--- config.mk ---
export PLATFORM = sky130hd
export DESIGN_NAME = cps2_mix_regs
export DESIGN_NICKNAME = d
export VERILOG_FILES = /design/src/hw/cps2_mix_pkg.sv /design/src/hw/cps2_mix_regs.sv
export VERILOG_INCLUDE_DIRS = /design/src /design/src/hw
export SDC_FILE = /design/constraint.sdc
export NUM_CORES = 1
export LEC_CHECK = 0
export ABC_CLOCK_PERIOD_IN_PS = 1090
export BUFFER_PORTS_ARGS = -buffer_cell sky130_fd_sc_hd__buf_2
export CAP_MARGIN = 5
export CELL_PAD_IN_SITES_DETAIL_PLACEMENT = 0
export CELL_PAD_IN_SITES_GLOBAL_PLACEMENT = 1
export CORE_UTILIZATION = 31
export CTS_CLUSTER_SIZE = 20
export DETAILED_ROUTE_END_ITERATION = 10
export PLACE_DENSITY_LB_ADDON = 0.12
export SLEW_MARGIN = 20
export SYNTH_ARGS = -nofsm -noshare
export SYNTH_HDL_FRONTEND = slang
export SYNTH_SLANG_ARGS = --single-unit
--- constraint.sdc ---
create_clock -name clk -period 1.09 [get_ports clk]
set_input_delay 0.109 -clock clk [delete_from_list [all_inputs] [get_ports clk]]
set_output_delay 0.109 -clock clk [all_outputs]
set_load 0.01 [all_outputs]
--- src/hw/cps2_mix_consts.svh ---
`ifndef CPS2_MIX_CONSTS_SVH
`define CPS2_MIX_CONSTS_SVH

// field widths shared by the mixing pipeline.
`define CPS2_COL_W   9
`define CPS2_LYR_W   3
`define CPS2_IDX_W   12
`define CPS2_DATA_W  16

// low nibble of a pen that shows nothing.
`define CPS2_TRANSP  4'hf

// layer codes carried in the top bits of a pixel index.
`define CPS2_LYR_OBJ   3'd0
`define CPS2_LYR_SCR1  3'd1
`define CPS2_LYR_SCR2  3'd2
`define CPS2_LYR_SCR3  3'd3

// register select codes, compared against addr[3:1].
`define CPS2_REG_LAYER 3'd1
`define CPS2_REG_PRIO  3'd2

// palette word address width, 4096 entries.
`define CPS2_PAL_AW  12

`endif

--- src/hw/cps2_mix_pkg.sv ---
`default_nettype none

`include "cps2_mix_consts.svh"

package cps2_mix_pkg;

    // color index inside one layer, palette and pen.
    typedef logic [`CPS2_COL_W-1:0] col_t;

    // layer code, or object priority on object pixels.
    typedef logic [`CPS2_LYR_W-1:0] lyr_t;

    // full palette index.
    typedef logic [`CPS2_IDX_W-1:0] pxl_idx_t;

    // cpu data word.
    typedef logic [`CPS2_DATA_W-1:0] reg16_t;

    // pixel passed between stages, packs like pxl_idx_t.
    typedef struct packed {
        lyr_t lyr;
        col_t col;
    } mix_pxl_t;

    // one cpu write cycle.
    // dsn is active low, dsn[1] strobes the upper byte.
    typedef struct packed {
        reg16_t      data;
        logic [12:1] addr;
        logic [1:0]  dsn;
    } cpu_wr_t;

    // final color, 8 bits per channel.
    typedef struct packed {
        logic [7:0] r;
        logic [7:0] g;
        logic [7:0] b;
    } rgb_t;

endpackage

`default_nettype wire

--- src/hw/cps2_mix_regs.sv ---
`timescale 1ns/10ps
`default_nettype none

`include "cps2_mix_consts.svh"

module cps2_mix_regs (
    input  wire logic                  clk,
    input  wire logic                  rst,
    input  wire logic                  regs_cs,
    input  wire cps2_mix_pkg::cpu_wr_t wr,
    output cps2_mix_pkg::reg16_t       layer_ctrl,
    output cps2_mix_pkg::reg16_t       lyr_prio
);

    // merge a write into an old value, one byte per low dsn bit.
    function automatic cps2_mix_pkg::reg16_t byte_merge(
        input cps2_mix_pkg::reg16_t  old_val,
        input cps2_mix_pkg::cpu_wr_t w
    );
        cps2_mix_pkg::reg16_t res;
        res = old_val;
        if (!w.dsn[1]) begin
            res[15:8] = w.data[15:8];
        end
        if (!w.dsn[0]) begin
            res[7:0] = w.data[7:0];
        end
        return res;
    endfunction

    // register select decode.
    logic sel_layer;
    logic sel_prio;

    assign sel_layer = regs_cs && (wr.addr[3:1] == `CPS2_REG_LAYER);
    assign sel_prio  = regs_cs && (wr.addr[3:1] == `CPS2_REG_PRIO);

    // writes land on the same edge the chip select is seen.
    always_ff @(posedge clk) begin
        if (rst) begin
            layer_ctrl <= '0;
            lyr_prio   <= '0;
        end else begin
            if (sel_layer) begin
                layer_ctrl <= byte_merge(layer_ctrl, wr);
            end
            if (sel_prio) begin
                lyr_prio <= byte_merge(lyr_prio, wr);
            end
        end
    end

    // a select with no byte strobe means the bus went wrong upstream.
    a_no_empty_write: assert property (
        @(posedge clk) disable iff (rst) !(regs_cs && (&wr.dsn))
    ) else $error("register write with both byte strobes off");

endmodule

`default_nettype wire

Yosys cells after proc, flatten, opt, wreduce, memory -nomap -nowiden
Index checks and enable logic that the tools add are counted.
{"block": "word_totals", "register_bits": 32, "elab_cells": 14}
{"block": "classes", "eq_ne": 2, "n_bitwise": 2, "reduce_logical": 6}
{"cell": "AND reduction 2 bit", "count": 4}
{"cell": "equality test 3 x 1 -> 1 bit (second input constant)", "count": 1}
{"cell": "equality test 3 x 2 -> 1 bit (second input constant)", "count": 1}
{"cell": "logical AND 1 bit", "count": 2}
{"cell": "inverter 1 bit", "count": 2}

Depth between registers and ports, before layout
{"block": "logic_depth", "ltp_word": 3, "depth_mapped": 5, "mapped_depth_nobuf": 3}

Worst setup path before layout
OpenSTA, ideal clock, no wires.
{"block": "synth_timing", "path_type": "input -> register", "start": "in wr[0] (netlist name)", "end": "reg lyr_prio[0]", "arrival_time_ns": 0.852, "required_ns": 0.958, "path_slack_ns": 0.106, "path_stages": 4, "path_buffers": 1, "path_cell_list": "or3b_4 > buf_6 > o21ai_0 > a21oi_1"}
{"block": "synth_via", "elab_chain_cells": 2}
{"item": "start: declaration", "line_no": "cps2_mix_regs.sv:10", "rtl": "input wire cps2_mix_pkg::cpu_wr_t wr,"}
{"item": "inverter 1 bit (no line)"}
{"item": "AND reduction 2 bit (no line)"}
{"item": "end signal: assignment", "line_no": "cps2_mix_regs.sv:48", "rtl": "lyr_prio <= byte_merge(lyr_prio, wr);"}
{"item": "end: declaration", "line_no": "cps2_mix_regs.sv:12", "rtl": "output cps2_mix_pkg::reg16_t lyr_prio"}
No other way between the ends.
A chain may end at the register's enable or synchronous reset.

Worst setup path in the final report
{"block": "layout_timing", "start": "reg layer_ctrl[4]", "end": "out layer_ctrl[4]"}
{"item": "start: declaration", "line_no": "cps2_mix_regs.sv:11", "rtl": "output cps2_mix_pkg::reg16_t layer_ctrl,"}
{"item": "start signal: assignment", "line_no": "cps2_mix_regs.sv:45", "rtl": "layer_ctrl <= byte_merge(layer_ctrl, wr);"}
No word-level cell between the ends.

==> reports/qor.csv <==
stage,metric,value,unit
run_status,status,"complete, no violations",
placed_design,Final Wtd Congestion,0.700,
sta,Tmin final,0.873,ns
clock_tree,clock buffer depth,2,
clock_tree,CTS root buf,clkbuf_8,
sta,final worst clock skew,0,ns
setup_path,CP required,0.98,ns
routing,total number of vias,1315,
sta,Slew headroom,0.792,
setup_path,critical path's largest stage delay,0.35,ns
setup_path,crit-path cells,buf_2,
setup_path,CP Buf/Inv Count,1,
power,Internal,1.78,mW
global_route,Total GRT Usage,0.166,
routing,"antenna viol nets, final",0,
placed_design,pre-CTS WS,-0.0358,ns
sta,RSZ-0062 raised after global routing,false,
clock_tree,CTS resizes,0,
routing,WL final,3.55,mm
clock_tree,Clock Sinks,32,
finish,layout cell share with drive strength beyond 1,0.375,
sta,"Hold Vio Cnt, Final",0,
routing,Vias/cell,5.10,
logic_synthesis,syn avg cell area,8.60,sq um
power,PD cells,1380,nW/um^2
setup_path,Worst R2R End,lyr_prio[7],
min_path,Worst Min Path Start,wr[16],
sta,worst hold margin,0.0871,ns
logic_synthesis,synthesized netlist cell count,149,
routing,drt first-iter violations,69,
global_route,first-pass GRT wire length,5.42,mm
power,sequential share of power,0.506,
finish,area grow syn2layout,33.4,%
floorplanning,Die X,66.3,um
logic_synthesis,Netlist Area Pre-Place,1280,sq um
setup_path,Worst Reg-to-Reg Cells,2,
finish,sequential cell area,641,sq um
power,clock power share,0.399,
sta,Peak Freq,1.15,GHz
sta,Pins Over Slew Limit,0,
setup_path,Top delay family on crit path,flip-flops,
flow_run,max cap viols,0,
placed_design,Placed Cells,250,
min_path,Hold Path Depth,3,
routing,1st-pass router iterations,4,
finish,fillers,423,
clock_tree,hold-fix buffer count after cts,0,
setup_path,CP Capture Type,primary output,
floorplanning,chip height,66.3,um
routing,DRC,0,
finish,Multi-input gate area,558,sq um
sta,worst slew pin tran,0.313,ns
global_route,vias in the first global route,1156,
floorplanning,IO Pins,65,
power,P_leak,0.717,nW
clock_tree,number of buffers created by CTS,5,
clock_tree,CTS tree,built,
setup_path,FF-to-FF setup slack,0.44,ns
floorplanning,Initial Util,0.323,
floorplanning,die area,4390,sq um
clock_tree,clock slew at reported path FFs,0.07,ns
routing,wire length per cell,13.7,um
finish,number of diodes,0,
finish,final net count,240,
setup_path,WP data arrival,0.76,ns
finish,"most common cell after layout, fill and taps aside",buf_2,
min_path,hold crit path type,in -> reg,
logic_synthesis,post-synthesis net count,182,
finish,"commonest cells after routing, fill and taps aside","buf_2 (55), nand3_1 (32), a21oi_1 (32), dfxtp_1 (32), o21ai_0 (21)",
power,sw power,0.577,mW
setup_path,critical path's slowest cell,dfxtp_1,
setup_path,Startpoint Class,flop,
sta,period utilization,0.801,
setup_path,crit-path max FO,2,
global_route,largest net degree at the start of global routing,33,
clock_tree,total setup buffers inserted after CTS,0,
global_route,antenna violations before repair,0,
power,Max rail drop VDD,907,uV
placed_design,HPWL Detailed,2.44,mm
sta,Final WS setup,0.217,ns
power,Gate power share,0.096,
setup_path,worst r2r src,lyr_prio[7],
floorplanning,CORE AREA,3970,sq um
placed_design,Buffers on Ports,55,
logic_synthesis,"Distinct cells, synth",15,
finish,Post-Layout Cell Count,258,
clock_tree,H-tree levels,2,
setup_path,"Worst Path Class, Setup",reg -> out,
clock_tree,Clock Latency Late Sink,0.28,ns
floorplanning,Row Count,23,
global_route,Overflow after GRT,0,
sta,final setup fails,0,
power,Net Sw Frac,0.245,
logic_synthesis,post-synthesis sequential area ratio,0.500,
logic_synthesis,yosys warns,0,
logic_synthesis,"FF+latch count, synth",32,
min_path,hold path endpoint,layer_ctrl[2],
## per-stage QoR
| stage | area, sq um | total power [mW] | TNS, ns | utilization |
|---|---|---|---|---|
| floorplan | 1280 | 1.33 | 0 | - |
| global placement | 1620 | 1.44 | -0.0950 | 0.407 |
| detailed placement | 1620 | 1.44 | -0.252 | 0.407 |
| CTS | 1710 | 2.38 | 0 | 0.430 |
| global route | 1710 | 2.45 | 0 | 0.430 |
| finish | 1710 | 2.35 | 0 | 0.430 |
## metal layers
metal  share of wire  vias up  GRT usage
li1                -      652          -
met5               0        -          0
met2            0.45       50      0.258
met4           0.011        0     0.0559
met3           0.061        5     0.0534
met1            0.48      608      0.216
## synthesized netlist by cell type, drive strengths merged
cell | number | area share
buf | 6 | 0.042
a21oi | 32 | 0.12
nor2b | 2 | 0.0098
or2b | 1 | 0.0068
nand3 | 32 | 0.12
nand2b | 1 | 0.0068
dfxtp | 32 | 0.50
nor3b | 2 | 0.020
o21ai | 32 | 0.12
or3b | 2 | 0.018
clkbuf | 7 | 0.022
## cell type report
cell class,instances,area share
clock buffer,6,0.0483
clock inverter,2,0.00586
multi-input combinational,104,0.327
sequential,32,0.375
tap,50,0.0366
timing repair buffer,64,0.208
## cells by family after synthesis
group | Yosys count | synth area share
AND/OR/NAND/NOR | 40 | 0.186
flip-flops | 32 | 0.500
buffers and inverters | 13 | 0.0644
AO/OA/AOI/OAI | 64 | 0.250
## how the worst max path moves through the flow
stage,startpoint,to,slack (ns),cells past startpoint
2_1_floorplan,wr[0],lyr_prio[0],0.11,4
3_3_place_gp,wr[4],lyr_prio[15],-0.03,4
3_5_place_dp,wr[4],layer_ctrl[14],-0.04,4
4_1_cts,layer_ctrl[4],layer_ctrl[4],0.20,1
5_1_grt,layer_ctrl[10],layer_ctrl[10],0.17,1
6_report,layer_ctrl[4],layer_ctrl[4],0.22,1
## power groups by stage
| stage | clock network [mW] | registers (mW) | logic (mW) |
|---|---|---|---|
| finish | 0.938 | 1.19 | 0.225 |
| global route | 1.02 | 1.19 | 0.244 |
| CTS | 0.960 | 1.19 | 0.226 |
| detailed placement | 0 | 1.22 | 0.225 |
| global placement | 0 | 1.22 | 0.222 |
| floorplan | 0 | 1.22 | 0.106 |
## flip-flops by register name (all words and copies together), names as in the netlist
| signal | flops |
|---|---|
| layer_ctrl | 16 |
| lyr_prio | 16 |
Power figures use the tool's default switching activity.
