$ cat config.mk
export PLATFORM = sky130hd
export DESIGN_NAME = cps2_layer_merge
export DESIGN_NICKNAME = d
export VERILOG_FILES = /design/src/hw/cps2_mix_pkg.sv /design/src/hw/cps2_layer_merge.sv
export VERILOG_INCLUDE_DIRS = /design/src /design/src/hw
export SDC_FILE = /design/constraint.sdc
export NUM_CORES = 1
export LEC_CHECK = 0
export ABC_AREA = 1
export ABC_CLOCK_PERIOD_IN_PS = 1800
export BUFFER_PORTS_ARGS = -buffer_cell sky130_fd_sc_hd__buf_2
export CAP_MARGIN = 40
export CORE_ASPECT_RATIO = 1.5
export CORE_MARGIN = 2
export CORE_UTILIZATION = 50
export CTS_CLUSTER_SIZE = 14
export DETAILED_ROUTE_END_ITERATION = 8
export GPL_TIMING_DRIVEN = 0
export PLACE_DENSITY = 0.77
export SLEW_MARGIN = 10
export SYNTH_ARGS = -nofsm -noshare
export SYNTH_HDL_FRONTEND = slang
export SYNTH_SLANG_ARGS = --single-unit
$ cat constraint.sdc
create_clock -name clk -period 1.8 [get_ports clk]
set_input_delay 0.36 -clock clk [delete_from_list [all_inputs] [get_ports clk]]
set_output_delay 0.36 -clock clk [all_outputs]
set_load 0.02 [all_outputs]
$ cat src/hw/cps2_mix_consts.svh
`ifndef CPS2_MIX_CONSTS_SVH
`define CPS2_MIX_CONSTS_SVH

// field widths shared by the mixing pipeline.
`define CPS2_COL_W   9
`define CPS2_LYR_W   3
`define CPS2_IDX_W   12
`define CPS2_DATA_W  16

// low nibble of a pen that shows nothing.
`define CPS2_TRANSP  4'hf

// layer codes carried in the top bits of a pixel index.
`define CPS2_LYR_OBJ   3'd0
`define CPS2_LYR_SCR1  3'd1
`define CPS2_LYR_SCR2  3'd2
`define CPS2_LYR_SCR3  3'd3

// register select codes, compared against addr[3:1].
`define CPS2_REG_LAYER 3'd1
`define CPS2_REG_PRIO  3'd2

// palette word address width, 4096 entries.
`define CPS2_PAL_AW  12

`endif

$ cat src/hw/cps2_mix_pkg.sv
`default_nettype none

`include "cps2_mix_consts.svh"

package cps2_mix_pkg;

    // color index inside one layer, palette and pen.
    typedef logic [`CPS2_COL_W-1:0] col_t;

    // layer code, or object priority on object pixels.
    typedef logic [`CPS2_LYR_W-1:0] lyr_t;

    // full palette index.
    typedef logic [`CPS2_IDX_W-1:0] pxl_idx_t;

    // cpu data word.
    typedef logic [`CPS2_DATA_W-1:0] reg16_t;

    // pixel passed between stages, packs like pxl_idx_t.
    typedef struct packed {
        lyr_t lyr;
        col_t col;
    } mix_pxl_t;

    // one cpu write cycle.
    // dsn is active low, dsn[1] strobes the upper byte.
    typedef struct packed {
        reg16_t      data;
        logic [12:1] addr;
        logic [1:0]  dsn;
    } cpu_wr_t;

    // final color, 8 bits per channel.
    typedef struct packed {
        logic [7:0] r;
        logic [7:0] g;
        logic [7:0] b;
    } rgb_t;

endpackage

`default_nettype wire

$ cat src/hw/cps2_layer_merge.sv
`timescale 1ns/10ps
`default_nettype none

`include "cps2_mix_consts.svh"

module cps2_layer_merge (
    input  wire logic                 clk,
    input  wire logic                 rst,
    input  wire logic                 pxl_cen,
    input  wire cps2_mix_pkg::col_t   scr1,
    input  wire cps2_mix_pkg::col_t   scr2,
    input  wire cps2_mix_pkg::col_t   scr3,
    input  wire cps2_mix_pkg::reg16_t layer_ctrl,
    output cps2_mix_pkg::mix_pxl_t    merged
);

    // pens indexed by slot code.
    // code 0 is an empty slot and always reads as transparent.
    cps2_mix_pkg::col_t scr_col [4];

    // per-code enable, code 0 never qualifies.
    logic [3:0] lyr_on;

    // search results.
    cps2_mix_pkg::mix_pxl_t pick;
    logic [1:0]             slot_code;
    logic                   found;

    assign scr_col[0] = {5'd0, `CPS2_TRANSP};
    assign scr_col[1] = scr1;
    assign scr_col[2] = scr2;
    assign scr_col[3] = scr3;

    // enables sit on layer_ctrl[3:1].
    assign lyr_on = {layer_ctrl[3:1], 1'b0};

    // walk the slots from the top one (bits 13:12) down to slot 0 (bits 7:6).
    // the first enabled layer with a visible pen wins.
    always_comb begin
        pick.lyr  = '0;
        pick.col  = scr_col[0];
        found     = 1'b0;
        slot_code = '0;
        for (int s = 3; s >= 0; s--) begin
            slot_code = layer_ctrl[6 + 2*s +: 2];
            if (!found && lyr_on[slot_code]
                    && (scr_col[slot_code][3:0] != `CPS2_TRANSP)) begin
                found    = 1'b1;
                pick.lyr = {1'b0, slot_code};
                pick.col = scr_col[slot_code];
            end
        end
    end

    // nothing found leaves code 0 with a transparent pen.
    // code 0 later maps to scroll priority 7.
    always_ff @(posedge clk) begin
        if (rst) begin
            merged.lyr <= '0;
            merged.col <= {5'd0, `CPS2_TRANSP};
        end else if (pxl_cen) begin
            merged <= pick;
        end
    end

    // only scroll codes or the empty code may leave this stage.
    a_lyr_range: assert property (
        @(posedge clk) disable iff (rst) merged.lyr <= `CPS2_LYR_SCR3
    ) else $error("merged layer code out of range");

endmodule

`default_nettype wire

* Yosys cells after proc, flatten, opt, wreduce, memory -nomap -nowiden
Index checks and enable logic that the tools add are counted.
Storage, ports and cells: register bits after elaboration 12, output and inout bits 12
Cells by class: order comparisons 8, equal/unequal tests 4, mux-type cells 27, bitwise logic cells 4, reductions and logical operators 10
Operators by type and width (count):
- $bmux 9 s2 | 4
- $mux 9 | 8
- $mux 12 | 2
- $mux 11 | 2
- $ne 4x4->1 const B | 4
- $ge 3x3->1 const B | 4
- $lt 2x3->1 const B | 4
- $not 2->3 | 4
- $bmux 1 s2 | 4
- $logic_and 1x1->1 | 7
- $mux 1 | 7
- $logic_not 1->1 | 3

* Logic depth before layout (Yosys ltp)
Gate-level depths: netlist of the first run.
word-level depth 19, gate-level depth with buffers 17, mapped depth without buffers 14

* Worst setup path after synthesis of the first run
No wires, ideal clock.
path type input-to-reg, start in layer_ctrl[8], end reg merged[9] in the netlist's numbering, library setup time 0.117 ns, data arrival time 1.497 ns, path slack 0.186 ns, stages on the path 14, path buffers 2, path through buf_2 inv_2 nand2_1 nand2_1 nand2_1 nand2_1 nand2_1 nor2_1 nor2_4 buf_4 nand4_1 nand3_1 nor2_1 nor2_1
Between the ends: cells in the longest elaborated chain, start to end 11
Ends and longest elaborated chain:
- from (decl) | line cps2_layer_merge.sv:13 | input wire cps2_mix_pkg::reg16_t layer_ctrl,
- $not 2->3 (not written as such) | line cps2_layer_merge.sv:47 | && (scr_col[slot_code][3:0] != `CPS2_TRANSP)) begin
- $bmux 9 s2 | line cps2_layer_merge.sv:47
- $mux 9 (2 in a row)
- $ne 4x4->1 (no source line)
- $logic_and 1x1->1 | line cps2_layer_merge.sv:46 | if (!found && lyr_on[slot_code]
- $mux 1 | line cps2_layer_merge.sv:46
- $logic_not 1->1 | line cps2_layer_merge.sv:46
- $logic_and 1x1->1 (2 in a row) | line cps2_layer_merge.sv:46
- $mux 12 * | line cps2_layer_merge.sv:46
- to (signal assigned) | line cps2_layer_merge.sv:62 | merged <= pick;
- to (decl) | line cps2_layer_merge.sv:14 | output cps2_mix_pkg::mix_pxl_t merged
Every way passes the cells marked *; elsewhere a longest branch is shown, timed or not. The select of a mux whose other input is x is not followed. A chain may end at the register's enable or synchronous reset.

* Worst setup path in the final report of the first run
start in layer_ctrl[9], end reg merged[4] in the netlist's numbering
Between the ends: cells in the longest elaborated chain, start to end 11
Ends and longest elaborated chain:
- $not 2->3 (not written as such) | line cps2_layer_merge.sv:47, cps2_layer_merge.sv:50
- $bmux 9 s2 | line cps2_layer_merge.sv:47, cps2_layer_merge.sv:50
- $mux 9 (not written as such) (2 in a row) | line cps2_layer_merge.sv:50 | pick.col = scr_col[slot_code];
- $ne 4x4->1 (no source line)
- $logic_and 1x1->1 | line cps2_layer_merge.sv:46
- $mux 1 | line cps2_layer_merge.sv:46
- $logic_not 1->1 | line cps2_layer_merge.sv:46
- $logic_and 1x1->1 (2 in a row) | line cps2_layer_merge.sv:46
- $mux 12 * | line cps2_layer_merge.sv:46
Marks and branches as above.

==> impl_metrics.toml, run 1 <==
[worst_setup_path]
worstReg2RegEnd = "merged[2]"
cp_data_arrival_time_ns = 1.80
r2r_start = "merged[2]"
reg2regPathDepth = 2
r2r_setup_slack_ns = 1.15
cp_common_cell = "sky130_fd_sc_hd__nand2_1"
library_cell_contributing_the_largest_single_delay_on_the_critical_path = "sky130_fd_sc_hd__clkbuf_4"
endpoint_kind = "flop"
cp_slowest_stage_delay_ns = 0.20
sort_of_element_at_the_start_of_the_critical_path = "input pin"
crit_required_ns = 1.93
cells_along_the_critical_path = "buf_2 > inv_2 > clkbuf_4 > o21ai_0 > nand2_1 > nand2_1 > nor2_2 > nor2_4 > buf_4 > nand3_1 > nand2_1 > nor2_1 > nor2_1"
path_max_fanout = 10
timing.setup.critical_path_class = "input pin to flop"

[placed_design]
dp.final_hpwl_um = 5212
place.port_buffers = 48
globalplace.congestion = 0.9976
setup_slack_after_placement_ns = -0.1396

[synth]
post_synth.cell_area_avg_um2 = 5.123
post_synth_inst_count = 391
mappedNetlistArea_um2 = 2003
yosysTopAreaCellShare = 0.2492
synth.yosys.seq_area_share = 0.1099
synth.yosys.warnings = 0
synth_enable_flop_cells = 0
postSynthNetCount = 437
synth.distinct_cells = 29
post_synth_most_frequent_cells = "sky130_fd_sc_hd__nand2_1, sky130_fd_sc_hd__o21ai_0, sky130_fd_sc_hd__nand3_1"
async_flop_share = 0
postSynth.topFlopCell = "sky130_fd_sc_hd__dfxtp_1"
yosys.area.top_type = "sky130_fd_sc_hd__nand2_1"
post-synth-top-count-cell = "sky130_fd_sc_hd__nand2_1"
synth_top_cells_by_area = "sky130_fd_sc_hd__nand2_1, sky130_fd_sc_hd__o21ai_0, sky130_fd_sc_hd__dfxtp_1"
synth.ff_latch_count = 11

[drt]
firstDrtPassIters = 5
detailroute.via_count = 2722
drt-total-wl_um = 6588
drc = 0
wl_per_cell_um = 13.44
ant_nets = 0
initialDrtViolationCount = 141
route.detailed.vias_per_inst = 5.555

[power]
power_density_nw_per_um2 = 499.4
power_leakage_nw = 1.285
fin_total_pwr_mw = 1.190
ir_drop_mv = 0.4181

[timing]
worst_slack_ns = 0.1313
hold_viol_final = 0
grt_setup_unrepaired = "no"
report.final.setup_viol = 0
final_min_period_over_clock_period = 0.9271
maximum_achievable_frequency_mhz = 599.3
final.setup_skew_ns = 0
min_period_ns = 1.669
slew_viol_final = 0

[global_route]
grt_max_degree = 11
first_global_vias = 2525
combined_global_route_utilization_of_all_metal_layers = 0.3013
residual_overflow_from_global_routing = 0
first_pass_grt_wire_length_um = 11050
antenna_found_initial = 0

[clocking]
clock_latency_at_the_later_pin_of_the_worst_skew_pair_ns = 0.24
cts_max_path_buffers = 2
tritoncts_sink_count = 11
cts_hold_repair.buffers = 0
cts_tree = "yes"
cts_max_level = 1
path_clk_slew_ns = 0.05
ctsRootBufferMaster = "sky130_fd_sc_hd__clkbuf_8"
cts_made_buffers = 3

[hold_path]
hold_path_depth = 3
holdCritStartpoint = "rst"
worst_min_delay_path_category = "input pin to flop"
min_to = "merged[3]"

[final_layout]
multi_input_comb_area_um2 = 1500
top_register = "merged"
design.final.nets = 492
synthToLayoutAreaGrowth_pct = 18.99
regs_by_ff_count = "merged: 11 flops"
filler_cell_count = 429
largest_register_ff_count = 11
antennaDiodeCount = 0
register_area_um2 = 220.2
ratio_of_cells_with_drive_above_1_in_the_final_layout = 0.2270

[die]
dieWidth_um = 55.68
boundaryPins = 58
die-area_um2 = 4539
num_rows = 28
fp.dieH_um = 81.52
initial_utilization = 0.5151
core_area_um2 = 3889

[run_status]
run_status = "finished, final reports clean"

[job]
drv.max_cap_violation_count = 0
-- placed cells by master (no fill, tap or decap) --
master	n
sky130_fd_sc_hd__nand2_1	130
sky130_fd_sc_hd__buf_2	53
sky130_fd_sc_hd__o21ai_0	53
sky130_fd_sc_hd__nand3_1	44
sky130_fd_sc_hd__nor2_1	32
sky130_fd_sc_hd__inv_1	31
sky130_fd_sc_hd__a21oi_1	24
sky130_fd_sc_hd__dfxtp_1	11
sky130_fd_sc_hd__nand2_2	8
sky130_fd_sc_hd__inv_2	7
sky130_fd_sc_hd__buf_4	6
sky130_fd_sc_hd__nor2_2	5
sky130_fd_sc_hd__clkbuf_1	5
sky130_fd_sc_hd__o22ai_1	5
sky130_fd_sc_hd__buf_6	3
sky130_fd_sc_hd__nand2_4	3
sky130_fd_sc_hd__nand3_2	3
sky130_fd_sc_hd__clkbuf_8	3
sky130_fd_sc_hd__o21ai_1	2
sky130_fd_sc_hd__inv_6	2
sky130_fd_sc_hd__nor3_1	2
sky130_fd_sc_hd__nor2_4	2
sky130_fd_sc_hd__nand4_1	2
sky130_fd_sc_hd__o22ai_4	1
sky130_fd_sc_hd__buf_12	1
sky130_fd_sc_hd__a31oi_1	1
sky130_fd_sc_hd__clkbuf_4	1
sky130_fd_sc_hd__a21oi_2	1
sky130_fd_sc_hd__o21bai_1	1
sky130_fd_sc_hd__buf_8	1
sky130_fd_sc_hd__o21ai_2	1
sky130_fd_sc_hd__conb_1	1
-- stage by stage --
step	instances	area (µm²)	util	setup TNS, ns	hold WS (ns)
after floorplan	391	2003	-	0	0.4555
after global placement	484	2300	0.5914	-1.196	0.4436
after detailed placement	484	2300	0.5914	-1.313	0.4478
after CTS	488	2345	0.6030	0	0.3737
after global routing	490	2384	0.6129	0	0.3944
final	490	2384	0.6129	0	0.3721
-- area by class of cell --
class,instances,area share
Timing Repair Buffer,50,0.1071
Clock buffer,4,0.01890
Sequential cell,11,0.09239
Inverter,40,0.06719
Tap cell,45,0.02362
Multi-Input combinational cell,321,0.6294
Buffer,19,0.06142
-- critical path, delay by kind of cell --
kind / cells / cell delay, ns
AOI/OAI and AO/OA: 1 / 0.11
buffers and inverters: 4 / 0.58
and+or+nand+nor: 8 / 0.72
-- logic make-up (layout without fill, tap and decap cells) --
group,Yosys count,in the layout,share of synthesized area
other,1,1,0.001872
buffers and inverters,59,113,0.1480
AOI/OAI and AO/OA,89,89,0.2367
DFF,11,11,0.1099
and+or+nand+nor,231,231,0.5034
-- worst max-delay path by stage --
| stage | from | end | depth (start not counted) |
|---|---|---|---|
| after floorplan | layer_ctrl[8] | merged[9] | 14 |
| after global placement | layer_ctrl[9] | merged[6] | 12 |
| after detailed placement | layer_ctrl[7] | merged[6] | 12 |
| after CTS | layer_ctrl[7] | merged[6] | 12 |
| after global routing | layer_ctrl[9] | merged[5] | 13 |
| final | layer_ctrl[9] | merged[4] | 13 |
-- power breakdown --
group / internal [mW] / total [mW] / switching [mW]
registers: 0.266 / 0.275 / 0.00843
logic: 0.237 / 0.668 / 0.430
clock network: 0.155 / 0.248 / 0.0924
-- routing by layer --
| layer | vias to the layer above | track usage | routed length, µm |
|---|---|---|---|
| li1 | 1372 | - | - |
| met4 | 0 | 0.2122 | 377 |
| met1 | 1168 | 0.3327 | 2564 |
| met2 | 145 | 0.5440 | 3197 |
| met3 | 37 | 0.02520 | 449 |
| met5 | - | 0 | 0 |
-- repair_timing --
action,CTS,global route
resized for setup,0,8
setup buffers,0,2
setup endpoints to repair,0,11
Power figures use the tool's default switching activity.
==> run 2: changes to the inputs <==
--- a/config.mk
+++ b/config.mk
@@ -7,7 +7,7 @@
 export NUM_CORES = 1
 export LEC_CHECK = 0
 export ABC_AREA = 1
-export ABC_CLOCK_PERIOD_IN_PS = 1800
+export ABC_CLOCK_PERIOD_IN_PS = 1850
 export BUFFER_PORTS_ARGS = -buffer_cell sky130_fd_sc_hd__buf_2
 export CAP_MARGIN = 40
 export CORE_ASPECT_RATIO = 1.5
==> constraint.sdc (replaced) <==
create_clock -name clk -period 1.85 [get_ports clk]
set_input_delay 0.37 -clock clk [delete_from_list [all_inputs] [get_ports clk]]
set_output_delay 0.37 -clock clk [all_outputs]
set_load 0.02 [all_outputs]
==> impl_metrics.toml, run 2 (same netlist as run 1, synthesis figures left out) <==
[final_layout]
filler_cell_count = 429
top_register = "merged"
multi_input_comb_area_um2 = 1495
register_area_um2 = 220.2
ratio_of_cells_with_drive_above_1_in_the_final_layout = 0.2225
synthToLayoutAreaGrowth_pct = 18.74
antennaDiodeCount = 0
design.final.nets = 492
largest_register_ff_count = 11
regs_by_ff_count = "merged: 11 flops"
layout.cells.most_common = "sky130_fd_sc_hd__nand2_1"
layout.cells.most_common_list = "sky130_fd_sc_hd__nand2_1, sky130_fd_sc_hd__buf_2, sky130_fd_sc_hd__o21ai_0"
stdcell_count = 490

[drt]
route.detailed.vias_per_inst = 5.522
ant_nets = 0
drt-total-wl_um = 6580
wl_per_cell_um = 13.43
initialDrtViolationCount = 143
firstDrtPassIters = 4
drc = 0
detailroute.via_count = 2706

[power]
power_leakage_nw = 1.286
power_density_nw_per_um2 = 486.2
ir_drop_mv = 0.4068

[timing]
final_min_period_over_clock_period = 0.9161
worst_slack_ns = 0.1551
slew_viol_final = 0
min_period_ns = 1.695
report.final.setup_viol = 0
hold_viol_final = 0
final.setup_skew_ns = 0
finalSetupTns_ns = 0
grt_setup_unrepaired = "no"
maximum_achievable_frequency_mhz = 590.0

[global_route]
combined_global_route_utilization_of_all_metal_layers = 0.3013
grt_max_degree = 11
first_pass_grt_wire_length_um = 11050
first_global_vias = 2525
antenna_found_initial = 0
residual_overflow_from_global_routing = 0

[clocking]
cts_tree = "yes"
cts_max_path_buffers = 2
cts_max_level = 1
cts_hold_repair.buffers = 0
ctsRootBufferMaster = "sky130_fd_sc_hd__clkbuf_8"
tritoncts_sink_count = 11
cts_made_buffers = 3
path_clk_slew_ns = 0.05
clock_latency_at_the_later_pin_of_the_worst_skew_pair_ns = 0.24

[run_status]
run_status = "finished, final reports clean"

[die]
die-area_um2 = 4539
initial_utilization = 0.5151
boundaryPins = 58
fp.dieH_um = 81.52
core_area_um2 = 3889
num_rows = 28
dieWidth_um = 55.68

[worst_setup_path]
endpoint_kind = "flop"
cp_data_arrival_time_ns = 1.83
path_max_fanout = 10
cp_slowest_stage_delay_ns = 0.20
r2r_setup_slack_ns = 1.20
library_cell_contributing_the_largest_single_delay_on_the_critical_path = "sky130_fd_sc_hd__clkbuf_4"
crit_required_ns = 1.98
timing.setup.critical_path_class = "input pin to flop"
sort_of_element_at_the_start_of_the_critical_path = "input pin"
cells_along_the_critical_path = "buf_2 > inv_2 > clkbuf_4 > o21ai_0 > nand2_1 > nand2_1 > nor2_1 > nor2_4 > buf_4 > nand3_1 > nand2_1 > nor2_1 > nor2_1"

[job]
drv.max_cap_violation_count = 0

[placed_design]
dp.final_hpwl_um = 5212
setup_slack_after_placement_ns = -0.09956
globalplace.congestion = 0.9976
place.port_buffers = 48
placed_cells_incl_taps = 484

[hold_path]
worst_min_delay_path_category = "input pin to flop"
-- run 2: cell counts in the layout (fill, tap and decap cells not counted) --
Identical to the previous run, type by type.
-- run 2: through the flow --
| stage | hold slack [ns] | power [mW] | util | instance area (µm²) |
|---|---|---|---|---|
| floorplan | 0.4655 | 0.7135 | - | 2003 |
| global placement | 0.4436 | 0.8888 | 0.5914 | 2300 |
| detailed placement | 0.4478 | 0.8975 | 0.5914 | 2300 |
| CTS | 0.3837 | 1.139 | 0.6030 | 2345 |
| global route | 0.4044 | 1.251 | 0.6116 | 2379 |
| finish | 0.3823 | 1.157 | 0.6116 | 2379 |
-- run 2: repair_timing --
| action | CTS | global route |
|---|---|---|
| endpoints found under the setup margin | 0 | 11 |
| setup buffers | 0 | 2 |
| gates resized for setup | 0 | 6 |
-- run 2: cell type report --
cell class | instances | area share
buffer | 19 | 0.06155
inverter | 40 | 0.06733
timing repair buffer | 50 | 0.1073
sequential | 11 | 0.09258
clock buffer | 4 | 0.01894
multi-input combinational | 321 | 0.6286
tap | 45 | 0.02367
-- run 2: critical path: cells and delay by family --
family / cells / cell delay, ns
and+or+nand+nor: 8 / 0.73
buffers and inverters: 4 / 0.60
AOI/OAI and AO/OA: 1 / 0.11
-- run 2: worst paths after layout --
path                                    start        end  cells after the start
worst max-delay path            layer_ctrl[9]  merged[4]                     13
worst min-delay path                      rst  merged[3]                      3
worst max register to register      merged[2]  merged[2]                      2
worst min register to register      merged[3]  merged[3]                      2
-- run 2: per-layer routing --
metal / GRT usage / up-vias / part of all wire
met5: 0 / - / 0
met4: 0.2122 / 0 / 0.057
met3: 0.02520 / 35 / 0.078
met2: 0.5440 / 143 / 0.48
met1: 0.3327 / 1156 / 0.38
li1: - / 1372 / -
-- run 2: report_power, final --
group | switching (mW) | internal [mW]
Combinational | 0.418 | 0.230
Sequential | 0.00821 | 0.259
Clock | 0.0899 | 0.151
