[src/hw/cps2_mix_consts.svh]
`ifndef CPS2_MIX_CONSTS_SVH
`define CPS2_MIX_CONSTS_SVH

// field widths shared by the mixing pipeline.
`define CPS2_COL_W   9
`define CPS2_LYR_W   3
`define CPS2_IDX_W   12
`define CPS2_DATA_W  16

// low nibble of a pen that shows nothing.
`define CPS2_TRANSP  4'hf

// layer codes carried in the top bits of a pixel index.
`define CPS2_LYR_OBJ   3'd0
`define CPS2_LYR_SCR1  3'd1
`define CPS2_LYR_SCR2  3'd2
`define CPS2_LYR_SCR3  3'd3

// register select codes, compared against addr[3:1].
`define CPS2_REG_LAYER 3'd1
`define CPS2_REG_PRIO  3'd2

// palette word address width, 4096 entries.
`define CPS2_PAL_AW  12

`endif

[src/hw/cps2_mix_pkg.sv]
`default_nettype none

`include "cps2_mix_consts.svh"

package cps2_mix_pkg;

    // color index inside one layer, palette and pen.
    typedef logic [`CPS2_COL_W-1:0] col_t;

    // layer code, or object priority on object pixels.
    typedef logic [`CPS2_LYR_W-1:0] lyr_t;

    // full palette index.
    typedef logic [`CPS2_IDX_W-1:0] pxl_idx_t;

    // cpu data word.
    typedef logic [`CPS2_DATA_W-1:0] reg16_t;

    // pixel passed between stages, packs like pxl_idx_t.
    typedef struct packed {
        lyr_t lyr;
        col_t col;
    } mix_pxl_t;

    // one cpu write cycle.
    // dsn is active low, dsn[1] strobes the upper byte.
    typedef struct packed {
        reg16_t      data;
        logic [12:1] addr;
        logic [1:0]  dsn;
    } cpu_wr_t;

    // final color, 8 bits per channel.
    typedef struct packed {
        logic [7:0] r;
        logic [7:0] g;
        logic [7:0] b;
    } rgb_t;

endpackage

`default_nettype wire

[src/hw/cps2_colmix.sv]
`timescale 1ns/10ps
`default_nettype none

`include "cps2_mix_consts.svh"

module cps2_colmix (
    input  wire logic                   clk,
    input  wire logic                   rst,
    input  wire logic                   pxl_cen,
    input  wire cps2_mix_pkg::mix_pxl_t merged,
    input  wire cps2_mix_pkg::mix_pxl_t obj,
    input  wire logic                   obj_en,
    input  wire cps2_mix_pkg::reg16_t   lyr_prio,
    output cps2_mix_pkg::pxl_idx_t      mixed
);

    // object held back one edge to line up with merged.
    cps2_mix_pkg::mix_pxl_t obj_d;
    logic                   obj_en_d;

    // priority decision.
    cps2_mix_pkg::lyr_t scr_prio;
    logic               obj_top;
    logic               obj_vis;
    logic               scr_blank;
    logic               obj_sel;

    always_ff @(posedge clk) begin
        if (pxl_cen) begin
            obj_d <= obj;
        end
    end

    always_ff @(posedge clk) begin
        if (rst) begin
            obj_en_d <= 1'b0;
        end else if (pxl_cen) begin
            obj_en_d <= obj_en;
        end
    end

    // nibble n of lyr_prio belongs to scroll n, only 3 bits count.
    always_comb begin
        case (merged.lyr)
            `CPS2_LYR_SCR1: scr_prio = lyr_prio[6:4];
            `CPS2_LYR_SCR2: scr_prio = lyr_prio[10:8];
            `CPS2_LYR_SCR3: scr_prio = lyr_prio[14:12];
            default:        scr_prio = 3'd7;
        endcase
    end

    // object lyr field carries its priority.
    assign obj_top   = obj_d.lyr > scr_prio;
    assign obj_vis   = obj_en_d && (obj_d.col[3:0] != `CPS2_TRANSP);
    assign scr_blank = merged.col[3:0] == `CPS2_TRANSP;
    assign obj_sel   = obj_vis && (obj_top || scr_blank);

    always_ff @(posedge clk) begin
        if (rst) begin
            mixed <= {3'd0, 5'd0, `CPS2_TRANSP};
        end else if (pxl_cen) begin
            mixed <= obj_sel ? {`CPS2_LYR_OBJ, obj_d.col}
                             : cps2_mix_pkg::pxl_idx_t'(merged);
        end
    end

    // object pens live in the lowest 512 palette entries.
    a_obj_bank: assert property (
        @(posedge clk) disable iff (rst) (pxl_cen && obj_sel) |=> (mixed[11:9] == 3'b000)
    ) else $error("object pixel left the object palette bank");

endmodule

`default_nettype wire

[config.mk]
export PLATFORM = sky130hd
export DESIGN_NAME = cps2_colmix
export DESIGN_NICKNAME = d
export VERILOG_FILES = /design/src/hw/cps2_mix_pkg.sv /design/src/hw/cps2_colmix.sv
export VERILOG_INCLUDE_DIRS = /design/src /design/src/hw
export SDC_FILE = /design/constraint.sdc
export NUM_CORES = 1
export LEC_CHECK = 0
export BUFFER_PORTS_ARGS = -buffer_cell sky130_fd_sc_hd__buf_4
export CORE_ASPECT_RATIO = 0.7
export CORE_MARGIN = 4
export CORE_UTILIZATION = 49
export CTS_CLUSTER_SIZE = 30
export DETAILED_ROUTE_END_ITERATION = 6
export PLACE_DENSITY = 0.86
export SETUP_SLACK_MARGIN = 0.05
export SYNTH_ARGS = -nofsm -noshare
export SYNTH_HDL_FRONTEND = slang
export SYNTH_SLANG_ARGS = --single-unit
export TNS_END_PERCENT = 10
[constraint.sdc]
create_clock -name clk -period 3.64 [get_ports clk]
set_clock_uncertainty 0.1 [all_clocks]
set_input_delay 0.364 -clock clk [delete_from_list [all_inputs] [get_ports clk]]
set_output_delay 0.364 -clock clk [all_outputs]
set_load 0.01 [all_outputs]
* After elaboration in Yosys (flattened, before gate mapping)
Cells that the tools add are included.
Storage, ports and cells: output and inout port bits 12, logic and storage cells 15, memories kept 0, register bits after elaboration 25, memory bits (read-only) 0, memory bits (writable) 0, latch bits 0, input port bits 44
Operators by class: add/sub/neg operators 0, div/mod/pow operators 0, multipliers 0, reduce and logical (&&, ||, !) cells 3, shift-type cells 0, bitwise operators 0, mux-type cells 2, equal/unequal tests 5, magnitude comparators 1
Operators by type and width (number):
- 12-bit two-way mux | 1
- 3-bit one-hot mux with 3 select lines | 1
- 3-bit by 2-bit equality test with 1-bit output (second input constant) | 2
- 4-bit equality test (second input constant) | 1
- 4-bit != test (second input constant) | 1
- 3-bit by 1-bit equality test with 1-bit output (second input constant) | 1
- 3-bit greater-than comparator | 1
- 1-bit logical AND | 2
- 1-bit logical OR | 1

* Logic depth before layout (Yosys ltp)
Gate-level depths: netlist of run 1.
depth in word-level cells 6, depth in mapped cells 11, gate-level depth less buffers 9

* Worst setup path after synthesis of run 1
OpenSTA, ideal clock, no wires.
path type input port to flip-flop, start point input merged[9] in the netlist's numbering, end point register mixed[4], path buffers 2, slack 1.459 ns, data required time 3.449 ns, library setup time 0.091 ns, stages 10, arrival time 1.990 ns, path through clkbuf_1 -> mux2i_1 -> a21oi_1 -> nor2_1 -> ha_1 -> a21oi_1 -> and3b_1 -> clkbuf_2 -> o21ai_0 -> a311oi_1
Between the ends: longest elaborated chain between the ends 6, elaborated cells between the ends (all ways) 8, classes of those cells order compare: 1; eq/ne: 3; mux: 2; reduce/logical: 2
Ends and longest elaborated chain:
- start: declaration | line cps2_colmix.sv:10 | input wire cps2_mix_pkg::mix_pxl_t merged,
- 3-bit by 2-bit equality test with 1-bit output / 3-bit by 1-bit equality test with 1-bit output (equally long branches) | line cps2_colmix.sv:44 | case (merged.lyr)
- 3-bit one-hot mux with 3 select lines * | line cps2_colmix.sv:44
- 3-bit greater-than comparator * | line cps2_colmix.sv:53 | assign obj_top = obj_d.lyr > scr_prio;
- 1-bit logical OR * | line cps2_colmix.sv:56 | assign obj_sel = obj_vis && (obj_top || scr_blank);
- 1-bit logical AND * | line cps2_colmix.sv:56
- 12-bit two-way mux * | line cps2_colmix.sv:62 | mixed <= obj_sel ? {`CPS2_LYR_OBJ, obj_d.col}
- end signal: assignment | line cps2_colmix.sv:60 | mixed <= {3'd0, 5'd0, `CPS2_TRANSP};
- end signal: assignment | line cps2_colmix.sv:62
- end: declaration | line cps2_colmix.sv:14 | output cps2_mix_pkg::pxl_idx_t mixed
Mark *: on every way between the ends. The rest lies on a longest branch, timed or not. A chain may end at the register's enable or synchronous reset.

* Final worst setup path of run 1
start point input merged[10] in the netlist's numbering, end point register mixed[6]
Same word-level chain as after synthesis.

==> results of run 1 <==
## stage by stage
stage                     setup slack [ps]  instance area (um^2)  power (mW)
after detailed placement              1280                  1550       0.447
after floorplan                       1460                  1180       0.388
after global routing                  1480                  1580       0.590
after CTS                             1610                  1580       0.565
final                                 1620                  1580       0.561
after global placement                1380                  1550       0.441
## synth_stat cells, types with 2 or more instances
| cell type | number | share of area |
|---|---|---|
| a311oi_1 | 5 | 0.037 |
| o21ai_0 | 10 | 0.042 |
| edfxtp_1 | 12 | 0.31 |
| a21oi_1 | 10 | 0.042 |
| nand2_1 | 4 | 0.013 |
| a31oi_1 | 4 | 0.021 |
| ha_1 | 3 | 0.032 |
| mux2i_1 | 4 | 0.034 |
| nand3_1 | 5 | 0.021 |
| inv_1 | 6 | 0.019 |
| o211ai_1 | 12 | 0.076 |
| dfxtp_1 | 13 | 0.22 |
| nand2b_1 | 2 | 0.011 |
| nor2_1 | 10 | 0.032 |
| clkbuf_1 | 4 | 0.013 |
## placed cells by master (no fill, tap or decap)
cell	instances
a21boi_2	1
a21oi_1	10
a311oi_1	5
a31oi_1	4
and2_1	1
and3b_1	1
and4_4	1
buf_4	48
clkbuf_2	1
clkbuf_4	3
dfxtp_1	13
edfxtp_1	12
ha_1	3
inv_1	6
mux2i_1	4
nand2_1	4
nand2b_1	2
nand3_1	5
nand3b_1	1
nand4_1	1
nor2_1	10
o211ai_1	12
o211ai_4	1
o21ai_0	10
o21ai_1	1
## power by group
group / internal, mW / switching [mW]
Combinational: 0.0569 / 0.0529
Sequential: 0.317 / 0.0136
Clock: 0.0454 / 0.0755
## per-layer routing
layer | share of wire | track usage | up-vias
li1 | - | - | 525
met1 | 0.47 | 0.256 | 448
met2 | 0.43 | 0.243 | 46
met3 | 0.089 | 0.0553 | 2
met4 | 0.0023 | 0.0101 | 0
met5 | 0 | 0 | -
## cell type report
class	instances	area, um^2
sequential	25	621
multi-input combinational	77	504
fill	179	649
clock buffer	4	27.5
timing repair buffer	48	360
inverter	6	22.5
tap	32	40.0
## logic make-up after synthesis
kind of cell / count (synthesis)
AOI/OAI and AO/OA: 44
adders and majority gates: 3
buffers and inverters: 12
DFF: 25
muxes: 4
and+or+nand+nor: 26
## sequential cells by signal, summed over array words and instances, names as in the netlist
| name | flops |
|---|---|
| obj_en_d | 1 |
| mixed | 12 |
| obj_d | 12 |
## path summary, 6_finish.rpt
kind / startpoint / endpoint / slack (ps) / cells past startpoint
hold reg to reg: mixed[9]$_SDFFE_PP0P_ / mixed[9]$_SDFFE_PP0P_ / 380 / 2
setup reg to reg: obj_d[11]$_DFFE_PP_ / mixed[6]$_SDFFE_PP0P_ / 1750 / 5
hold / removal: obj[11] / obj_d[11]$_DFFE_PP_ / 130 / 1
setup / recovery: merged[10] / mixed[6]$_SDFFE_PP0P_ / 1620 / 10
==> qor.csv, run 1 <==
metric;value;unit
status;complete, no violations;
synth_edf_count;12;
clk_path_buf_depth;2;
synth-compound-area-share;0.252;
crit_fanout;9;
start_kind;input pin;
syn_to_final_growth;33.7;%
fmax;495;MHz
hold_ws;126;ps
dr.first_iter.drc_count;88;
synth_nets;161;
crit_buf_inv;1;
worst_pin_slew;328;ps
dr_total_vias;1021;
dieArea;0.00327;mm^2
clock_sinks;25;
power_density;356;mW/mm^2
critical_path_class;in -> reg;
path_cells;buf_4 > nand2b_1 > nor2_1 > a21oi_1 > nor2_1 > ha_1 > a21oi_1 > and3b_1 > o21ai_0 > a311oi_1;
drc;0;
syn_inst;114;
grt_use_total;0.169;
wl_per_cell;13.7;um
synthAdderAreaFrac;0.0318;
clkLatencyLatePin;320;ps
rows;14;
placed_cells;188;
tns;0;ps
seq_area_frac_synth;0.527;
grt_pass1_wl;4.26;mm
hold_path_class;in -> reg;
synth-xor-area-share;0;
final_nets;208;
antenna_left;0;
synthMuxAreaShare;0.0340;
die_x;66.6;um
wl;2.63;mm
critPathMaxStageDelay;350;ps
cts-hold-fix-buffers;0;
htreeDepth;1;
clk_pin_slew;130;ps
grt_overflow;0;
synthArstFlopShare;0;
ios;56;
maxCapViolations;0;
synth_cell_type_count;25;
dieHeight;49.0;um
finalMaxSlewViolations;0;
peakVddDrop;0.000239;V
postLayoutCoreUtil;0.708;
drive_above_1_share;0.344;
critPathRequiredTime;3770;ps
io_buffers;48;
grt_max_degree;33;
crit_arrival;2150;ps
drt_first_pass_iters;4;
period_share;0.555;
grt_antenna_before_repair;0;
syn_area_per_cell;10.3;um^2
cts-resized-gates;0;
relSlewSlack;0.780;
cts_root_buffer;clkbuf_4;
core_area;0.00222;mm^2
initial_core_util;0.530;
antenna_cells;0;
slowest_stage;and3b_1;
hold_violations;0;
fin_cells;192;
post-route-min-period;2020;ps
vias_per_cell;5.32;
synthFlopType;dfxtp_1;
synth_warnings;0;
cts-buffers-inserted;3;
synthSimpleGateAreaFrac;0.110;
yosys_register_bits;25;
post_cts_buffers;0;
cts_tree;done;
cp-end-kind;flip-flop;
syn_area;0.00118;mm^2
gp_congestion;0.784;
rsz0062_at_grt;false;
first_global_vias;940;
static-leakage-power;0.651;nW
setup_violations;0;
synth_top_family_by_area;compound AO/OA/AOI/OAI gates;
cpLargestDelayFamily;simple AND/OR/NAND/NOR gates;
(Power assumes the default switching activity.)
==> run 2, diff against run 1 <==
--- a/config.mk
+++ b/config.mk
@@ -9,10 +9,10 @@
 export BUFFER_PORTS_ARGS = -buffer_cell sky130_fd_sc_hd__buf_4
 export CORE_ASPECT_RATIO = 0.7
 export CORE_MARGIN = 4
-export CORE_UTILIZATION = 49
+export CORE_UTILIZATION = 45
 export CTS_CLUSTER_SIZE = 30
 export DETAILED_ROUTE_END_ITERATION = 6
-export PLACE_DENSITY = 0.86
+export PLACE_DENSITY = 0.8
 export SETUP_SLACK_MARGIN = 0.05
 export SYNTH_ARGS = -nofsm -noshare
 export SYNTH_HDL_FRONTEND = slang
==> constraint.sdc (replaced) <==
create_clock -name clk -period 2 [get_ports clk]
set_clock_uncertainty 0.1 [all_clocks]
set_input_delay 0.2 -clock clk [delete_from_list [all_inputs] [get_ports clk]]
set_output_delay 0.2 -clock clk [all_outputs]
set_load 0.01 [all_outputs]
==> qor.csv, run 2 (synthesis gave the netlist of run 1 again) <==
metric;value;unit
die_x;69.2;um
maxCapViolations;0;
core_area;0.00248;mm^2
fin_cells;205;
initial_core_util;0.476;
gp_congestion;0.802;
drt_first_pass_iters;4;
post-route-min-period;1860;ps
grt_pass1_wl;4.51;mm
static-leakage-power;0.707;nW
grt_use_total;0.160;
grt_overflow;0;
hold_path_class;in -> reg;
grt_max_degree;33;
finalMaxSlewViolations;0;
finalPower;1.12;mW
clk_path_buf_depth;2;
fmax;538;MHz
crit_fanout;6;
clk_pin_slew;80;ps
largest_registers;mixed x12, obj_d x12, obj_en_d x1;
dp_hpwl;2.14;mm
io_buffers;48;
dr_total_vias;1021;
antenna_left;0;
critical_path_class;in -> reg;
postLayoutCoreUtil;0.683;
clkLatencyLatePin;270;ps
dieArea;0.00352;mm^2
peakVddDrop;0.000449;V
final_cell_mix;54 x buf_4, 13 x dfxtp_1, 12 x o211ai_1, 12 x edfxtp_1;
cp-end-kind;flip-flop;
final_nets;219;
worst_pin_slew;338;ps
vias_per_cell;4.98;
wl_per_cell;12.9;um
final_common_cell;buf_4;
drive_above_1_share;0.363;
critPathMaxStageDelay;280;ps
dieHeight;50.8;um
dr.first_iter.drc_count;50;
htreeDepth;1;
clock_sinks;25;
crit_arrival;1900;ps
syn_to_final_growth;43.6;%
antenna_cells;0;
path_common_cell;buf_4;
power_density;660;mW/mm^2
wl;2.64;mm
rows;15;
placed_cells;195;
period_share;0.929;
status;complete, no violations;
drc;0;
hold_ws;8.13;ps
cts_tree;done;
hold_violations;0;
relSlewSlack;0.773;
cts_root_buffer;clkbuf_8;
critPathRequiredTime;2050;ps
setup_violations;0;
ios;56;
start_kind;input pin;
first_global_vias;997;
slowest_stage;ha_1;
cts-buffers-inserted;3;
grt_antenna_before_repair;0;
ff2ff_setup_slack;200;ps
rsz0062_at_grt;true;
path_cells;buf_4 > nand2b_1 > nor2_1 > a21oi_1 > nor2_1 > ha_1 > a21oi_1 > buf_4 > a21boi_2 > buf_4 > o21ai_0 > o211ai_1;
-- run 2: worst paths after layout --
check                          from                     end  depth (start not counted)
max                      merged[10]   mixed[2]$_SDFFE_PP1P_                         12
min                          obj[2]      obj_d[2]$_DFFE_PP_                          1
max reg2reg     obj_d[11]$_DFFE_PP_   mixed[2]$_SDFFE_PP1P_                          7
min reg2reg  mixed[11]$_SDFFE_PP0P_  mixed[11]$_SDFFE_PP0P_                          2
-- run 2: repair_timing --
item,in CTS,in global routing
buffers inserted,0,1
endpoints found under the setup margin,0,9
hold buffers,0,5
hold endpoints to repair,0,5
gates resized for setup,0,3
-- run 2: area by class of cell --
cell class	instances	area, um^2
tap	34	42.5
inverter	6	22.5
multi-input combinational	77	505
clock buffer	4	46.3
sequential	25	621
timing repair buffer	59	455
fill	199	785
-- run 2: power by group --
group / leakage, nW / total, mW / switching [mW] / internal (mW)
registers: 0.225 / 0.600 / 0.0232 / 0.576
logic: 0.456 / 0.224 / 0.100 / 0.124
clock network: 0.0257 / 0.293 / 0.146 / 0.147
total: 0.707 / 1.12 / 0.270 / 0.847
-- run 2: critical path, delay by kind of cell --
family | cells | cell delay, ps
adders and majority gates | 1 | 280
and+or+nand+nor | 3 | 410
buffers and inverters | 3 | 400
AOI/OAI and AO/OA | 5 | 630
-- run 2: metrics by stage --
step / instance area [um^2] / setup TNS [ps] / worst slack, ps
6_report: 1690 / 0 / 143
3_3_place_gp: 1590 / -261 / -38.4
5_1_grt: 1690 / 0 / 37.5
3_5_place_dp: 1590 / -956 / -125
2_1_floorplan: 1180 / 0 / 63.5
4_1_cts: 1630 / 0 / 131
-- run 2: layer usage --
layer,up-vias,GRT usage,wire (um)
met5,-,0,0
met4,0,0.0422,32
met3,4,0.0629,187
met2,30,0.261,1160
met1,441,0.200,1260
li1,546,-,-
==> run 3, diff against run 2 <==
--- a/config.mk
+++ b/config.mk
@@ -12,6 +12,7 @@
 export CORE_UTILIZATION = 45
 export CTS_CLUSTER_SIZE = 30
 export DETAILED_ROUTE_END_ITERATION = 6
+export MAX_ROUTING_LAYER = met4
 export PLACE_DENSITY = 0.8
 export SETUP_SLACK_MARGIN = 0.05
 export SYNTH_ARGS = -nofsm -noshare
==> qor.csv, run 3 (synthesis gave the netlist of run 1 again) <==
metric;value;unit
intPower;847;uW
antenna_cells;0;
period_share;0.928;
fmax;539;MHz
combPwrFrac;0.201;
wl_per_cell;12.8;um
final_cell_mix;54 x buf_4, 13 x dfxtp_1, 12 x o211ai_1, 12 x edfxtp_1;
ff2ff_setup_slack;200;ps
relSlewSlack;0.769;
crit_arrival;1900;ps
cts-buffers-inserted;3;
static-leakage-power;0.707;nW
p_sw;269;uW
largest_registers;mixed x12, obj_d x12, obj_en_d x1;
critical_path_class;in -> reg;
power_frac_clock;0.262;
start_kind;input pin;
dpl_cell_area;0.00159;mm^2
rows;15;
final_common_cell;buf_4;
clock_sinks;25;
first_global_vias;998;
drc;0;
dr_total_vias;1031;
cts_tree;done;
grt_overflow;0;
wl;2.63;mm
grt_max_degree;33;
critPathRequiredTime;2050;ps
fill_cells;199;
status;complete, no violations;
dieHeight;50.8;um
dp_hpwl;2.14;mm
grt_use_total;0.165;
drive_above_1_share;0.363;
grt_pass1_wl;4.51;mm
grt_antenna_before_repair;0;
drt_first_pass_iters;4;
placed_cells;195;
hold_path_class;in -> reg;
setup_violations;0;
clk_path_buf_depth;2;
rsz0062_at_grt;true;
maxCapViolations;0;
vias_per_cell;5.03;
final_nets;219;
ios;56;
cts_root_buffer;clkbuf_8;
seqCellArea;621;um^2
htreeDepth;1;
multi_input_area;505;um^2
peakVddDrop;0.000444;V
pwr-share-seq;0.538;
gp_congestion;0.813;
syn_to_final_growth;43.6;%
post-route-min-period;1860;ps
swShare;0.241;
io_buffers;48;
dieArea;0.00352;mm^2
cp-end-kind;flip-flop;
antenna_left;0;
fin_area;0.00169;mm^2
crit_fanout;6;
power_density;659;mW/mm^2
core_area;0.00248;mm^2
die_x;69.2;um
hold_violations;0;
fin_cells;205;
tns;0;ps
finalMaxSlewViolations;0;
initial_core_util;0.476;
clkLatencyLatePin;270;ps
worst_pin_slew;344;ps
dr.first_iter.drc_count;49;
clk_pin_slew;80;ps
run 3: cell counts in the layout (fill, tap and decap cells not counted):
Identical to the previous run, type by type.
run 3: critical path: stages:
cell and delay, ps:
buf_4 110, nand2b_1 170, nor2_1 110, a21oi_1 50, nor2_1 120, ha_1 270
a21oi_1 170, buf_4 140, a21boi_2 80, buf_4 150, o21ai_0 200, o211ai_1 130
run 3: timing repair:
item                                   CTS  global route
buffers inserted                         0             1
resized for setup                        0             3
setup endpoints to repair                0             9
hold buffers                             0             5
endpoints found under the hold margin    0             5
run 3: power groups by stage:
stage          sequential, mW  combinational [mW]  clock [mW]
4_1_cts                 0.600               0.211       0.298
6_report                0.600               0.224       0.292
3_5_place_dp            0.612               0.211           0
5_1_grt                 0.605               0.248       0.314
2_1_floorplan           0.615              0.0907           0
3_3_place_gp            0.609               0.204           0
run 3: area by class of cell:
type                    instances  area share
clock buffers                   4      0.0273
inverters                       6      0.0133
multi-input cells              77       0.299
flip-flops and latches         25       0.367
well taps                      34      0.0251
repair buffers                 59       0.269
run 3: worst paths after layout:
path | from | to | depth (start not counted)
setup / recovery | merged[10] | mixed[2]$_SDFFE_PP1P_ | 12
setup reg to reg | obj_d[11]$_DFFE_PP_ | mixed[2]$_SDFFE_PP1P_ | 7
hold reg to reg | mixed[11]$_SDFFE_PP0P_ | mixed[11]$_SDFFE_PP0P_ | 2
hold / removal | obj[6] | obj_d[6]$_DFFE_PP_ | 1
run 3: metal layers:
layer	routed length, um	vias to the layer above	track usage
li1	-	547	-
met1	1250	447	0.201
met2	1160	35	0.261
met3	208	2	0.0609
met4	18	0	0.0422
met5	0	-	-
run 3: stage by stage:
stage | worst slack [ps] | util | hold WS [ps] | power [mW]
finish | 144 | 0.683 | 9.42 | 1.12
floorplan | 63.5 | - | 199 | 0.706
detailed placement | -125 | 0.641 | 279 | 0.822
global route | 37.5 | 0.683 | 0.253 | 1.17
CTS | 131 | 0.660 | 2.09 | 1.11
global placement | -38.4 | 0.641 | 278 | 0.813
